[src/rv_isa_pkg.sv]
`default_nettype none

package rv_isa_pkg;

    localparam int xlen      = 32;
    localparam int reg_idx_w = 5;

    // instruction word with msb first
    typedef struct packed {
        logic [6:0]           funct7;
        logic [reg_idx_w-1:0] rs2;
        logic [reg_idx_w-1:0] rs1;
        logic [2:0]           funct3;
        logic [reg_idx_w-1:0] rd;
        logic [6:0]           opcode;
    } inst_t;

    typedef enum logic [6:0] {
        op_load   = 7'b0000011,
        op_store  = 7'b0100011,
        op_imm    = 7'b0010011,
        op_op     = 7'b0110011,
        op_lui    = 7'b0110111,
        op_auipc  = 7'b0010111,
        op_branch = 7'b1100011,
        op_jalr   = 7'b1100111,
        op_jal    = 7'b1101111
    } opcode_e;

    // alu funct3
    localparam logic [2:0] f3_add_sub = 3'b000;
    localparam logic [2:0] f3_sll     = 3'b001;
    localparam logic [2:0] f3_slt     = 3'b010;
    localparam logic [2:0] f3_sltu    = 3'b011;
    localparam logic [2:0] f3_xor     = 3'b100;
    localparam logic [2:0] f3_srl_sra = 3'b101;
    localparam logic [2:0] f3_or      = 3'b110;
    localparam logic [2:0] f3_and     = 3'b111;

    // branch funct3
    localparam logic [2:0] f3_beq  = 3'b000;
    localparam logic [2:0] f3_bne  = 3'b001;
    localparam logic [2:0] f3_blt  = 3'b100;
    localparam logic [2:0] f3_bge  = 3'b101;
    localparam logic [2:0] f3_bltu = 3'b110;
    localparam logic [2:0] f3_bgeu = 3'b111;

    // load size funct3 where bit 2 means zero extend
    localparam logic [2:0] f3_lb  = 3'b000;
    localparam logic [2:0] f3_lh  = 3'b001;
    localparam logic [2:0] f3_lw  = 3'b010;
    localparam logic [2:0] f3_lbu = 3'b100;
    localparam logic [2:0] f3_lhu = 3'b101;

    // selects sub and sra
    localparam int alt_bit_pos = 30;

    typedef struct packed {
        logic [xlen-1:0] i;
        logic [xlen-1:0] s;
        logic [xlen-1:0] b;
        logic [xlen-1:0] u;
        logic [xlen-1:0] j;
    } imm_set_t;

endpackage

`default_nettype wire

[src/decode_pkg.sv]
`default_nettype none

package decode_pkg;

    import rv_isa_pkg::*;

    typedef enum logic [2:0] {
        cls_none,
        cls_ls,
        cls_alu,
        cls_jmp,
        cls_ldpc
    } uop_class_e;

    typedef enum logic [3:0] {
        alu_none,
        alu_add,
        alu_sub,
        alu_xor,
        alu_or,
        alu_and,
        alu_slt,
        alu_sltu,
        alu_sll,
        alu_srl,
        alu_sra
    } alu_op_e;

    typedef enum logic [2:0] {
        br_none,
        br_eq,
        br_ne,
        br_lt,
        br_ge
    } br_cond_e;

    // valid means the decoder supplies val itself
    typedef struct packed {
        logic                 valid;
        logic [reg_idx_w-1:0] idx;
        logic [xlen-1:0]      val;
    } operand_t;

    typedef struct packed {
        logic       is_load;
        logic [1:0] size;
        logic       unsigned_ext;
    } mem_ctrl_t;

    typedef struct packed {
        logic     is_jal;
        logic     is_jalr;
        br_cond_e cond;
        logic     cmp_unsigned;
    } jmp_ctrl_t;

    typedef struct packed {
        logic [xlen-1:0]      pc;
        logic [xlen-1:0]      next_pc;
        uop_class_e           cls;
        operand_t             src1;
        operand_t             src2;
        operand_t             src3;
        logic [reg_idx_w-1:0] rd_idx;
        alu_op_e              alu_op;
        mem_ctrl_t            mem;
        jmp_ctrl_t            jmp;
        logic                 need_pc;
    } uop_t;

    typedef enum logic [1:0] {
        st_idle,
        st_wait_fetch,
        st_holding
    } stage_state_e;

endpackage

`default_nettype wire

[src/fetch_handshake.sv]
`timescale 1ns/1ps
`default_nettype none

module fetch_handshake
    import decode_pkg::*;
(
    input  logic clk,
    input  logic rst,
    input  logic start,
    input  logic fetch_valid,
    input  logic down_ready,
    output logic in_ready,
    output logic out_valid,
    output logic load
);

    stage_state_e state;

    always_ff @(posedge clk) begin
        if (rst) begin
            state <= st_idle;
        end else if (start) begin
            // drops whatever is held
            state <= st_wait_fetch;
        end else begin
            case (state)
                st_wait_fetch: begin
                    if (fetch_valid) begin
                        state <= st_holding;
                    end
                end
                st_holding: begin
                    // old uop leaves, a new one may arrive on the same edge
                    if (down_ready) begin
                        if (fetch_valid) begin
                            state <= st_holding;
                        end else begin
                            state <= st_wait_fetch;
                        end
                    end
                end
                default: begin
                    state <= st_idle;
                end
            endcase
        end
    end

    assign in_ready = (state == st_wait_fetch) ||
                      ((state == st_holding) && down_ready);

    assign out_valid = (state == st_holding);

    assign load = in_ready && fetch_valid;

endmodule

`default_nettype wire

[src/imm_gen.sv]
`timescale 1ns/1ps
`default_nettype none

module imm_gen
    import rv_isa_pkg::*;
(
    input  inst_t    word,
    output imm_set_t imm
);

    logic sign;

    assign sign = word.funct7[6];

    // I takes inst[31:20]
    assign imm.i = {
        {(xlen - 12){sign}},
        word.funct7,
        word.rs2
    };

    // S takes inst[31:25] and inst[11:7]
    assign imm.s = {
        {(xlen - 12){sign}},
        word.funct7,
        word.rd
    };

    // B holds bits 12, 11, 10:5 and 4:1
    assign imm.b = {
        {(xlen - 12){sign}},
        word.rd[0],
        word.funct7[5:0],
        word.rd[4:1],
        1'b0
    };

    assign imm.u = {
        word.funct7,
        word.rs2,
        word.rs1,
        word.funct3,
        12'b0
    };

    // J holds bits 20, 19:12, 11 and 10:1
    assign imm.j = {
        {(xlen - 20){sign}},
        word.rs1,
        word.funct3,
        word.rs2[0],
        word.funct7[5:0],
        word.rs2[4:1],
        1'b0
    };

endmodule

`default_nettype wire

[src/uop_decode.sv]
`timescale 1ns/1ps
`default_nettype none

module uop_decode
    import rv_isa_pkg::*;
    import decode_pkg::*;
(
    input  inst_t word,
    output uop_t  uop
);

    imm_set_t imm;

    imm_gen u_imm_gen (
        .word (word),
        .imm  (imm)
    );

    // only reg_form picks sub over add since op-imm only has the shift alt
    function automatic alu_op_e alu_op_of(
        input logic [2:0] f3,
        input logic       alt,
        input logic       reg_form
    );
        alu_op_e op;
        case (f3)
            f3_add_sub: op = (reg_form && alt) ? alu_sub : alu_add;
            f3_sll:     op = alu_sll;
            f3_slt:     op = alu_slt;
            f3_sltu:    op = alu_sltu;
            f3_xor:     op = alu_xor;
            f3_srl_sra: op = alt ? alu_sra : alu_srl;
            f3_or:      op = alu_or;
            f3_and:     op = alu_and;
            default:    op = alu_none;
        endcase
        return op;
    endfunction

    function automatic br_cond_e br_cond_of(input logic [2:0] f3);
        br_cond_e cond;
        case (f3)
            f3_beq:           cond = br_eq;
            f3_bne:           cond = br_ne;
            f3_blt, f3_bltu:  cond = br_lt;
            f3_bge, f3_bgeu:  cond = br_ge;
            default:          cond = br_none;
        endcase
        return cond;
    endfunction

    always_comb begin
        uop = '0;
        case (word.opcode)
            op_load: begin
                uop.cls              = cls_ls;
                uop.src1.idx         = word.rs1;
                uop.src3.valid       = 1'b1;
                uop.src3.val         = imm.i;
                uop.mem.is_load      = 1'b1;
                uop.mem.size         = word.funct3[1:0];
                uop.mem.unsigned_ext = word.funct3[2];
            end
            op_store: begin
                uop.cls        = cls_ls;
                uop.src1.idx   = word.rs1;
                uop.src2.idx   = word.rs2;
                uop.src3.valid = 1'b1;
                uop.src3.val   = imm.s;
            end
            op_imm: begin
                uop.cls        = cls_alu;
                uop.src1.idx   = word.rs1;
                uop.src2.valid = 1'b1;
                uop.src2.val   = imm.i;
                uop.rd_idx     = word.rd;
                uop.alu_op     = alu_op_of(word.funct3, word[alt_bit_pos], 1'b0);
            end
            op_op: begin
                uop.cls      = cls_alu;
                uop.src1.idx = word.rs1;
                uop.src2.idx = word.rs2;
                uop.rd_idx   = word.rd;
                uop.alu_op   = alu_op_of(word.funct3, word[alt_bit_pos], 1'b1);
            end
            op_lui, op_auipc: begin
                uop.cls        = cls_ldpc;
                uop.src2.valid = 1'b1;
                uop.src2.val   = imm.u;
                uop.rd_idx     = word.rd;
                // auipc adds the pc but lui does not
                uop.need_pc    = (word.opcode == op_auipc);
            end
            op_branch: begin
                uop.cls              = cls_jmp;
                uop.src1.idx         = word.rs1;
                uop.src2.idx         = word.rs2;
                uop.src3.valid       = 1'b1;
                uop.src3.val         = imm.b;
                uop.jmp.cond         = br_cond_of(word.funct3);
                uop.jmp.cmp_unsigned = word.funct3[1];
            end
            op_jalr: begin
                uop.cls         = cls_jmp;
                uop.src1.idx    = word.rs1;
                uop.src2.valid  = 1'b1;
                uop.src2.val    = imm.i;
                uop.rd_idx      = word.rd;
                uop.jmp.is_jalr = 1'b1;
            end
            op_jal: begin
                uop.cls        = cls_jmp;
                uop.src2.valid = 1'b1;
                uop.src2.val   = imm.j;
                uop.rd_idx     = word.rd;
                uop.jmp.is_jal = 1'b1;
            end
            default: begin
                // unknown opcodes stay all zero
            end
        endcase
    end

endmodule

`default_nettype wire

[src/decode_stage.sv]
`timescale 1ns/1ps
`default_nettype none

module decode_stage
    import rv_isa_pkg::*;
    import decode_pkg::*;
(
    input  logic            clk,
    input  logic            rst,
    input  logic            start,
    input  logic            fetch_valid,
    input  inst_t           fetch_word,
    input  logic [xlen-1:0] fetch_pc,
    input  logic [xlen-1:0] fetch_next_pc,
    input  logic            down_ready,
    output logic            in_ready,
    output logic            out_valid,
    output uop_t            uop
);

    logic load;
    uop_t dec_uop;
    uop_t next_uop;

    fetch_handshake u_handshake (
        .clk         (clk),
        .rst         (rst),
        .start       (start),
        .fetch_valid (fetch_valid),
        .down_ready  (down_ready),
        .in_ready    (in_ready),
        .out_valid   (out_valid),
        .load        (load)
    );

    uop_decode u_decode (
        .word (fetch_word),
        .uop  (dec_uop)
    );

    // decoder leaves the pcs zero, fill them here
    always_comb begin
        next_uop         = dec_uop;
        next_uop.pc      = fetch_pc;
        next_uop.next_pc = fetch_next_pc;
    end

    // one entry output register
    always_ff @(posedge clk) begin
        if (rst) begin
            uop <= '0;
        end else if (load) begin
            uop <= next_uop;
        end
    end

endmodule

`default_nettype wire

[config.mk]
export PLATFORM = sky130hd
export DESIGN_NAME = decode_stage
export DESIGN_NICKNAME = d
export VERILOG_FILES = /design/src/rv_isa_pkg.sv /design/src/decode_pkg.sv /design/src/fetch_handshake.sv /design/src/imm_gen.sv /design/src/uop_decode.sv /design/src/decode_stage.sv
export SDC_FILE = /design/constraint.sdc
export NUM_CORES = 1
export LEC_CHECK = 0
export CAP_MARGIN = 20
export CORE_ASPECT_RATIO = 0.5
export CORE_MARGIN = 2
export CORE_UTILIZATION = 45
export DETAILED_ROUTE_END_ITERATION = 10
export DONT_BUFFER_PORTS = 1
export PLACE_DENSITY_LB_ADDON = 0.2
export SLEW_MARGIN = 20
export SYNTH_ARGS = -nofsm -noshare
export SYNTH_HDL_FRONTEND = slang
export SYNTH_HIERARCHICAL = 1
export SYNTH_SLANG_ARGS = --single-unit
[constraint.sdc]
create_clock -name clk -period 1.97 [get_ports clk]
set_input_delay 0.394 -clock clk [delete_from_list [all_inputs] [get_ports clk]]
set_output_delay 0.394 -clock clk [all_outputs]
set_load 0.02 [all_outputs]
[Yosys cells after proc, flatten, opt, wreduce, memory -nomap -nowiden]
Cells that the tools add are included.
Operators by class
  eq/ne operators: 22
  muxes and demuxes: 24
  reduce and logical (&&, ||, !) cells: 19
Operators with widths (count)
  one-hot mux 32 bit (3 select lines): 2
  one-hot mux 4 bit (8 select lines): 2
  one-hot mux 3 bit (4 select lines): 2
  equality test 7 x 6 -> 1 bit (second input constant): 3
  equality test 7 bit (second input constant): 3
  two-way mux 5 bit: 3
  equality test 7 x 5 -> 1 bit (second input constant): 2
  OR reduction 2 bit: 7
  equality test 3 bit (second input constant): 4
  OR reduction 6 bit: 2
  two-way mux 2 bit: 5
  OR reduction 3 bit: 3
  two-way mux 4 bit: 2
  one-hot mux 4 bit (2 select lines): 1
  equality test 7 x 2 -> 1 bit (second input constant): 1
  equality test 3 x 2 -> 1 bit (second input constant): 2
  two-way mux 1 bit: 6
  != test 3 bit (second input constant): 2
  OR reduction 5 bit: 1
  != test 2 bit (second input constant): 2
  one-hot mux 2 bit (2 select lines): 1
  AND reduction 2 bit: 2
  equality test 3 x 1 -> 1 bit (second input constant): 1
  zero test 3 bit: 1
  other kinds (4): 5
Word-level totals
  register bits after elaboration: 165
  input bits: 101
  output and inout port bits: 203
  word-level logic and storage cells: 86

[Logic depth before layout (Yosys ltp)]
Gate-level depths: netlist of the first run.
  word-level depth: 4
  mapped depth: 10

[By module]
The synthesis of the first run kept the hierarchy.
Modules (own cells, without submodules)
  decode_stage: instances 1, cells an instance 648, area each 7329.5 um2, seq. area each 4023.9 um2
  uop_decode: instances 1, cells an instance 363, area each 2558.7 um2, seq. area each 0.0 um2
  imm_gen: instances 1, cells an instance 161, area each 1204.9 um2, seq. area each 0.0 um2
  fetch_handshake: instances 1, cells an instance 21, area each 166.4 um2, seq. area each 40.0 um2

[Least setup slack after synthesis of the first run]
OpenSTA, ideal clock, no wires.
  kind: reg2reg
  start: register u_handshake.state[0]
  end: register uop[61] (netlist name)
  library setup time: 0.128 ns
  arrival: 1.860 ns
  required time: 1.842 ns
  slack: -0.018 ns
  cell stages (with the launch flop): 11
  period minus slack after synthesis: 1.988 ns
  cell sequence: dfxtp_1 > inv_1 > ha_1 > and2_4 > or2_4 > and2_4 > buf_4 > buf_12 > buf_12 > mux2i_1 > nor2_1
On the way
  cells in the longest elaborated chain, start to end: 4
RTL lines
  from (decl): line fetch_handshake.sv:17  | stage_state_e state;
  from (signal assigned): line fetch_handshake.sv:21  | state <= st_idle;
  from (signal assigned): line fetch_handshake.sv:24  | state <= st_wait_fetch;
  from (signal assigned): line fetch_handshake.sv:29  | state <= st_holding;
  equality test 2 bit
  net out_valid: line decode_stage.sv:17  | output logic out_valid,
  logical AND 1 bit: line fetch_handshake.sv:50  | ((state == st_holding) && down_ready);
  logical OR 1 bit: line fetch_handshake.sv:49  | assign in_ready = (state == st_wait_fetch) ||
  net in_ready: line decode_stage.sv:16  | output logic in_ready,
  logical AND 1 bit: line fetch_handshake.sv:54  | assign load = in_ready && fetch_valid;
  net load: line decode_stage.sv:21  | logic load;
  to (signal assigned): line decode_stage.sv:53  | uop <= next_uop;
  to (decl): line decode_stage.sv:18  | output uop_t uop
The timed path passes the listed nets, and every way through them passes these cells.
A chain may end at the register's enable or synchronous reset.

[Worst setup path after layout of the first run]
  start: register u_handshake.state[0]
  end: output in_ready
On the way
  cells in the longest elaborated chain, start to end: 3
RTL lines (line)
  equality test 2 bit: fetch_handshake.sv:50
  logical AND 1 bit: fetch_handshake.sv:50
  logical OR 1 bit (*): fetch_handshake.sv:49
  to (decl): decode_stage.sv:16
Mark *: on every way between the ends. The rest lies on a longest branch, timed or not.

==> results by group, run 1 <==
Status
  – Status: complete, but fails checks
  – Violated checks: hold timing

Clock network
  – Total CTS buffers: 20
  – H-tree depth: 1
  – Setup repair bufs after CTS: 0
  – Hold_buf cts: 1
  – Clock-pin slew on the worst setup and hold paths: ~0.06 ns
  – CTS root buf: clkbuf_16
  – CTS Sinks: roughly 200
  – Clk buf depth: 3
  – CTS tree: built
  – Worst skew pair latency: 0.50 ns

Global routing
  – Initial antenna violation count: 0
  – Total GRT Usage: 18.8%
  – Vias in the first global route: approximately 6400
  – First-pass GRT wire length: roughly 38 mm
  – Grt ovf: 0
  – Largest net degree at the start of global routing: 204

Pwr
  – Leak: between 3 and 4 nW
  – Internal power: around 6.6 mW
  – Switching power: around 2.0 mW
  – Pwr/cell area: about 850 nW/µm²
  – Clock power share: between 40 and 50%
  – Peak VDD IR: approximately 0.56 mV
  – Comb pwr share: approximately 5.4%
  – Switching Fraction: around a quarter
  – Total Power: 8.64 mW
  – Sequential share of power: about half

Placed design
  – DP Wirelength: between 15 and 20 mm
  – Placed cells: 1231
  – Port Buf Inserts: 0
  – Gp weighted congestion: about 0.75
  – Placed cell areas: 9440 µm²

Die
  – Core area: between 20000 and 25000 µm²
  – Die W: 223 µm
  – Initial Utilization: between 40% and 50%
  – Die area: between 20000 and 30000 µm²
  – IO Count: about 300
  – Die Y: 113 µm
  – FP Rows: 39

Timing
  – Clk_skew: approximately 0.008 ns
  – Min Clock Period, post-route: 1.93 ns
  – Fin. max-slew vios: 0
  – Unrepaired setup endpoints after global routing: true
  – Tcrit/Tclk final: 98.2%
  – Min Hold Slack: -0.0229 ns
  – Final setup fails: 0
  – Fmax: approximately 0.52 GHz
  – Final Hold Viols: 19

Detailed routing
  – 1st-iter DRT viols: 374
  – Drt drc: 0
  – First drt pass iteration count: 5
  – Total Routed Length: between 20 and 25 mm
  – Via-to-Cell Ratio: approximately 5
  – Via count: 6488
  – Avg WL per Cell: between 15 and 20 µm
  – Number of nets with antenna violations after routing: 0

Critical path
  – Kind of critical path: reg2out
  – Worst EP arrival: between 1.5 and 2 ns
  – Req. time, crit path: between 1.5 and 2 ns
  – Startpoint Class: flop
  – Critical Path Fanout Max: 3
  – Worst Setup End Kind: output pin

Layout
  – Final instance area: between 10000 and 15000 µm²
  – Area Overhead vs Synth: -6.12%
  – Share of cells above drive strength 1: between 6 and 7%
  – Final nets: 1050
  – Final Util: about 44%
  – Non-Filler Instances: between 1000 and 1500
  – Number of diodes: 0
  – Fill cells: roughly 2200

Run
  – Max cap viols: 0

Synth
  – Synthesized area per cell: roughly 9.5 µm²
  – Yosys warnings: 6
  – Synth Cell Area: roughly 11000 µm²
  – Post-Synthesis Cells: roughly 1100

Worst hold path
  – Worst Hold Class: in2reg
==> per-stage QoR <==
| step | setup TNS, ns | setup WS (ns) |
|---|---|---|
| 2_1_floorplan | 0 | 0.0649 |
| 5_1_grt | -0.0182 | -0.0182 |
| 3_3_place_gp | 0 | 0.171 |
| 6_report | 0 | 0.0359 |
| 4_1_cts | 0 | 0.00885 |
| 3_5_place_dp | 0 | 0.132 |
==> worst max-delay path, stage by stage, from the launching register on <==
cell and delay (ns):
dfxtp_2 0.34, inv_2 0.05, ha_4 0.15, and2_4 0.13
or2_4 0.23, buf_6 0.13
==> registers in the layout, indices dropped and copies added, names as in the netlist <==
register	count
uop	201
u_handshake/state	2
==> cell usage in the layout, fill, tap and decap left out, types with 2 or more instances in the layout <==
master / n
nor4_1: 2
a21oi_1: 9
clkbuf_1: 5
clkbuf_16: 20
and2_4: 2
nand2_1: 35
nor2_1: 206
dfxtp_2: 2
nor3_1: 37
clkinv_2: 3
buf_12: 8
a21o_1: 2
nand3b_1: 3
and2_1: 22
a221o_1: 32
nor2b_1: 2
mux2i_1: 234
clkbuf_8: 4
conb_1: 52
buf_4: 10
o21ai_0: 2
and3_1: 2
dfxtp_1: 201
inv_1: 5
o2bb2ai_1: 32
==> path summary, 6_finish.rpt <==
path                   startpoint                    to  cells past startpoint  slack, ns
max          u_handshake/state[0]              in_ready                      5       0.04
min                           rst              uop[112]                      1      -0.02
max reg2reg  u_handshake/state[0]               uop[89]                      8       0.17
min reg2reg  u_handshake/state[1]  u_handshake/state[1]                      2       0.53
==> routing by layer <==
layer  vias to the layer above  GRT usage (%)  share of wire [%]  wire, µm
li1                       3230              -                  -         -
met4                         0           5.41                2.8       685
met1                      3026           23.7                 44     10600
met3                        39           5.13                6.2      1500
met5                         -              0                  0         0
met2                       193           31.9                 47     11500
==> area by class of cell <==
class	instances	area [µm²]	area share [%]
clock inverter	7	77.6	0.767
timing repair buffer	20	256	2.53
tap	307	384	3.80
clock buffer	29	574	5.68
inverter	6	22.5	0.223
multi-input combinational	696	4740	46.8
sequential	203	4070	40.2
==> power groups by stage <==
stage	sequential (mW)	combinational (mW)	clock, mW
after global routing	4.35	0.525	4.13
after CTS	4.35	0.469	3.96
after global placement	4.44	0.452	0
final	4.35	0.466	3.82
after detailed placement	4.44	0.465	0
after floorplan	4.42	0.839	0
==> timing repair <==
action                                 4_1_cts  5_1_grt
cloned                                       0        0
endpoints found under the hold margin      202      196
setup endpoints to repair                    1        1
gates resized for setup                      5        0
Power figures use the tool's default switching activity.
==> run 2, diff against run 1 <==
--- a/config.mk
+++ b/config.mk
@@ -8,10 +8,11 @@
 export CAP_MARGIN = 20
 export CORE_ASPECT_RATIO = 0.5
 export CORE_MARGIN = 2
-export CORE_UTILIZATION = 45
+export CORE_UTILIZATION = 60
 export DETAILED_ROUTE_END_ITERATION = 10
 export DONT_BUFFER_PORTS = 1
 export PLACE_DENSITY_LB_ADDON = 0.2
+export REMOVE_ABC_BUFFERS = 1
 export SLEW_MARGIN = 20
 export SYNTH_ARGS = -nofsm -noshare
 export SYNTH_HDL_FRONTEND = slang
==> run 2 against run 1 <==
  * The run still ends with hold timing left
  * Clock skew is 0.0029 ns higher
  * Clock-buffer cell count down 2
  * Largest cell class unchanged
  * Final area about the same
  * Worst hold slack about the same
  * Sequential share of layout area about the same
  * Sequential power is essentially flat
  * Largest power group unchanged
  * Combinational power is 1% higher
  * Die area decreased by 24%
==> results by group, run 2 (synthesized netlist as in run 1, its figures left out) <==
Status
  – Status: complete, but fails checks
  – Violated checks: hold timing

Clock network
  – Clock-pin slew on the worst setup and hold paths: 0.07 ns
  – Total CTS buffers: 20
  – Clk buf depth: 3
  – CTS root buf: clkbuf_16
  – Worst skew pair latency: between 0.4 and 0.5 ns
  – Hold_buf cts: 1
  – CTS tree: built
  – H-tree depth: 1
  – CTS Sinks: 203

Detailed routing
  – Avg WL per Cell: 17.6 µm
  – Via count: between 6000 and 7000
  – Number of nets with antenna violations after routing: 0
  – Total Routed Length: about 21 mm
  – Via-to-Cell Ratio: approximately 5.4
  – Drt drc: 0
  – First drt pass iteration count: 5
  – 1st-iter DRT viols: approximately 290

Critical path
  – Req. time, crit path: roughly 1.6 ns
  – Bufs and invs on worst path: 2
  – Worst EP arrival: roughly 1.5 ns
  – Slowest cell on the critical path: dfxtp_2
  – Crit-path max cell delay: ~0.33 ns
  – Crit-path leading delay family: simple AND/OR/NAND/NOR gates
  – Worst Setup End Kind: output pin
  – Worst-path cell chain: inv_2, ha_4, and2_4, or2_4, buf_6
  – Flop2flop setup slack: 0.07 ns
  – Critical Path Fanout Max: 3
  – Kind of critical path: reg2out
  – Startpoint Class: flop

Layout
  – Number of diodes: 0
  – Area Overhead vs Synth: -6.04%
  – Top flop regs: uop: 201 flops, u_handshake/state: 2 flops
  – Final Util: approximately 58%
  – Fill cells: ~1500
  – Commonest non-fill, non-tap cell in the layout: mux2i_1
  – Max reg flops: between 200 and 250
  – Sequential Area: 4070 µm²
  – Share of cells above drive strength 1: ~7.9%
  – Most frequent cells in the layout: mux2i_1 (234), nor2_1 (206), dfxtp_1 (201)
  – Top reg by flops: uop
  – Multi-input logic area: about 4700 µm²
  – Final nets: around 1100

Die
  – Initial Utilization: around three fifths
  – Die area: 19100 µm²
  – Die Y: 98.8 µm
  – FP Rows: 34
  – IO Count: 304
  – Core area: 17500 µm²
  – Die W: just under 200 µm

Timing
  – Slew margin rel.: 63.2%
  – Min Clock Period, post-route: between 1.5 and 2 ns
  – Clk_skew: around 0.011 ns
  – Final setup fails: 0
  – Fmax: 0.516 GHz
  – Final Hold Viols: 3
  – Unrepaired setup endpoints after global routing: true
  – Tcrit/Tclk final: about 98%
  – Min Hold Slack: -0.0225 ns
  – Slew @ Worst Pin: 0.552 ns
  – Setup WS post-layout: ~0.032 ns
  – Fin. max-slew vios: 0

Global routing
  – Total GRT Usage: a little over a fifth
  – Initial antenna violation count: 0
  – Grt ovf: 0
  – First-pass GRT wire length: around 33 mm
  – Vias in the first global route: between 6000 and 7000
  – Largest net degree at the start of global routing: approximately 200

Worst hold path
  – Worst Hold Class: in2reg

Placed design
  – DP Wirelength: about 14 mm
  – Gp weighted congestion: 0.762
  – Pre-CTS setup slack: ~0.032 ns
  – Port Buf Inserts: 0

Pwr
  – Total Power: approximately 9 mW
  – Leak: 3.80 nW
  – Pwr/cell area: slightly below 900 nW/µm²
  – Peak VDD IR: approximately 0.6 mV

Run
  – Max cap viols: 0
## run 2: cell count changes in the layout (fill, tap and decap cells not counted), sizes merged
cell	previous run	this run
bufinv	1	2
clkbuf	29	27
clkinv	4	5
buf	19	25
## run 2: timing repair
action / in CTS / in global routing
setup endpoints to repair: 1 / 113
resized for setup: 4 / 4
pin swaps: 0 / 3
hold endpoints to repair: 195 / 99
buffers inserted: 1 / 1
## run 2: worst paths after layout
| kind | start | end | depth (start not counted) |
|---|---|---|---|
| max | u_handshake/state[0] | in_ready | 5 |
| min | rst | uop[54] | 1 |
| max reg2reg | u_handshake/state[0] | uop[194] | 8 |
| min reg2reg | u_handshake/state[1] | u_handshake/state[1] | 2 |
## run 2: power breakdown
part | switching (mW) | internal (mW)
logic | 0.234 | 0.237
clock network | 1.65 | 2.38
registers | 0.158 | 4.19
total | 2.04 | 6.81
## run 2: final cells by class
cell class	instances	share of cell area (%)
sequential	203	40.1
tap	234	2.89
multi-input combinational	696	46.8
inverter	6	0.222
clock inverter	9	1.22
timing repair buffer	26	2.93
clock buffer	27	5.79
## run 2: metrics by stage
step           setup TNS [ns]  instances  cell area [µm²]
4_1_cts                     0       1200            10100
5_1_grt               -0.0580       1201            10100
6_report                    0       1201            10100
3_3_place_gp                0       1162             9360
3_5_place_dp                0       1162             9360
2_1_floorplan         -305.32        905             8800
## run 2: metal layers
| metal | global-route usage [%] | part of all wire (%) | vias up |
|---|---|---|---|
| met5 | 0 | 0 | - |
| met4 | 5.40 | 1.9 | 0 |
| met3 | 6.64 | 7.8 | 31 |
| met2 | 35.2 | 48 | 205 |
| met1 | 26.9 | 42 | 3041 |
| li1 | - | - | 3238 |
==> run 3, diff against run 2 <==
--- a/config.mk
+++ b/config.mk
@@ -5,10 +5,13 @@
 export SDC_FILE = /design/constraint.sdc
 export NUM_CORES = 1
 export LEC_CHECK = 0
+export ABC_CLOCK_PERIOD_IN_PS = 1970
 export CAP_MARGIN = 20
+export CELL_PAD_IN_SITES_DETAIL_PLACEMENT = 2
+export CELL_PAD_IN_SITES_GLOBAL_PLACEMENT = 2
 export CORE_ASPECT_RATIO = 0.5
 export CORE_MARGIN = 2
-export CORE_UTILIZATION = 60
+export CORE_UTILIZATION = 35
 export DETAILED_ROUTE_END_ITERATION = 10
 export DONT_BUFFER_PORTS = 1
 export PLACE_DENSITY_LB_ADDON = 0.2
==> run 3 against run 2 <==
  * The flow finishes with violations (hold timing, setup timing)
  * Total power increased by 3.6%
  * Setup slack got worse by 0.037 ns
  * Clock skew increased by 0.0034 ns
  * Sequential share of layout area decreased by 2.0 points
  * Combinational power increased by 15%
  * Sequential cell count unchanged
  * Die area increased by 69%
  * Non-clock buffer count increased by 20
  * Global-route usage decreased by 3.9 points
  * Utilization decreased by 23 points
  * Register-to-register slack improved by 0.04 ns
  * Via count increased by 5.6%
  * Highest routed layer unchanged
==> results by group, run 3 (synthesized netlist as in run 1, its figures left out) <==
Timing
  – Final setup fails: 1
  – Setup WS post-layout: -0.00541 ns
  – Unrepaired setup endpoints after global routing: true
  – Tcrit/Tclk final: 100%
  – Fmax: a little over 0.5 GHz
  – Setup TNS: -0.00541 ns
  – Min Clock Period, post-route: approximately 2.0 ns
  – Min Hold Slack: -0.0670 ns
  – Clk_skew: ~0.014 ns
  – Fin. max-slew vios: 0
  – Final Hold Viols: 32

Detailed routing
  – Via count: 6880
  – Total Routed Length: between 20 and 30 mm
  – First drt pass iteration count: 4
  – Via-to-Cell Ratio: a little under 5
  – Avg WL per Cell: about 20 µm
  – Drt drc: 0
  – Number of nets with antenna violations after routing: 0
  – 1st-iter DRT viols: about 280

Critical path
  – Worst EP arrival: roughly 1.6 ns
  – Reg2reg start: u_handshake/state[0]
  – Req. time, crit path: between 1.5 and 2 ns
  – Reg-to-Reg End: uop[26]
  – Kind of critical path: reg2out
  – Worst R2R Path Depth: 9
  – Startpoint Class: flop
  – Critical Path Fanout Max: 3
  – Flop2flop setup slack: 0.11 ns
  – Worst Setup End Kind: output pin

Die
  – Die area: 32300 µm²
  – Initial Utilization: 35.6%
  – Core area: roughly 30000 µm²
  – IO Count: approximately 300
  – Die W: between 200 and 300 µm
  – FP Rows: 45
  – Die Y: 128 µm

Layout
  – Top flop regs: uop: 201 flops, u_handshake/state: 2 flops
  – Area Overhead vs Synth: -1.22%
  – Most frequent cells in the layout: mux2i_1 (234), nor2_1 (206), dfxtp_1 (201)
  – Final instance area: 10600 µm²
  – Number of diodes: 0
  – Final nets: ~1100
  – Max reg flops: 201
  – Final Util: between 30% and 40%
  – Share of cells above drive strength 1: between 9 and 10%
  – Commonest non-fill, non-tap cell in the layout: mux2i_1
  – Top reg by flops: uop

Clock network
  – Total CTS buffers: 22
  – Hold_buf cts: 1
  – H-tree depth: 1
  – CTS root buf: clkbuf_16
  – Worst skew pair latency: around 0.54 ns
  – CTS Sinks: 203
  – CTS tree: built
  – Clk buf depth: 3
  – Clock-pin slew on the worst setup and hold paths: roughly 0.060 ns

Global routing
  – Vias in the first global route: roughly 7400
  – First-pass GRT wire length: between 40 and 50 mm
  – Initial antenna violation count: 0
  – Grt ovf: 0
  – Total GRT Usage: about 17%
  – Largest net degree at the start of global routing: ~200

Placed design
  – Port Buf Inserts: 0
  – DP Wirelength: 19.2 mm
  – Gp weighted congestion: 0.723
  – Placed cell areas: approximately 10000 µm²

Worst hold path
  – Min-Delay Endpoint: uop[119]
  – Critical hold path startpoint: rst
  – Worst Hold Class: in2reg
  – Hold Crit Depth: 1

Pwr
  – Peak VDD IR: 0.440 mV
  – Pwr/cell area: roughly 860 nW/µm²
  – Leak: between 3 and 4 nW
  – Total Power: around 9.2 mW

Run
  – Max cap viols: 0

Status
  – Violated checks: hold timing, setup timing
  – Status: complete, but fails checks
==> run 3: power by group <==
part | internal (mW) | total [mW] | switching [mW] | leakage, nW
Combinational | 0.277 | 0.541 | 0.264 | 1.95
Clock | 2.45 | 4.28 | 1.83 | 0.369
Sequential | 4.19 | 4.35 | 0.166 | 1.64
Total | 6.91 | 9.17 | 2.26 | 3.96
==> run 3: worst max-delay path by stage <==
stage,start,endpoint,slack (ns),cells after the start
final,u_handshake/state[0],in_ready,-0.005,5
after detailed placement,u_handshake/state[0],uop[164],-0.10,9
after CTS,u_handshake/state[0],in_ready,-0.05,5
after floorplan,u_handshake/state[0],uop[0],-1.52,7
after global routing,u_handshake/state[0],in_ready,-0.07,5
after global placement,u_handshake/state[0],uop[150],0.06,9
==> run 3: what timing repair did <==
| item | in CTS | in global routing |
|---|---|---|
| endpoints found under the setup margin | 36 | 18 |
| cloned | 2 | 0 |
| setup buffers | 2 | 0 |
| pin swaps | 1 | 0 |
| endpoints found under the hold margin | 202 | 159 |
| gates resized for setup | 5 | 3 |
==> run 3: final cells by class <==
class                   instances  area, µm²
repair buffers                 46        567
fillers                      3294      19600
well taps                     399        499
clock buffers                  31        644
clock inverters                 8        104
flip-flops and latches        203       4070
inverters                       6       22.5
multi-input cells             696       4740
==> run 3: layer usage <==
| metal | up-vias | global-route usage (%) | part of all wire, % | wire [µm] |
|---|---|---|---|---|
| li1 | 3285 | - | - | - |
| met1 | 3440 | 20.4 | 42 | 12000 |
| met2 | 120 | 31.4 | 51 | 14700 |
| met3 | 35 | 4.45 | 4.8 | 1360 |
| met4 | 0 | 3.72 | 2.0 | 567 |
| met5 | - | 0 | 0 | 0 |
==> run 3: per-stage QoR <==
step | cells | worst slack, ns
6_report | 1389 | -0.00541
5_1_grt | 1389 | -0.0670
4_1_cts | 1389 | -0.0472
3_5_place_dp | 1345 | -0.103
3_3_place_gp | 1345 | 0.0551
2_1_floorplan | 905 | -1.52
==> run 3: worst max-delay path: stages (launching register included) <==
cell and delay, ns:
dfxtp_2 0.35, inv_2 0.05, ha_4 0.16, and2_4 0.14
or2_4 0.23, buf_6 0.13
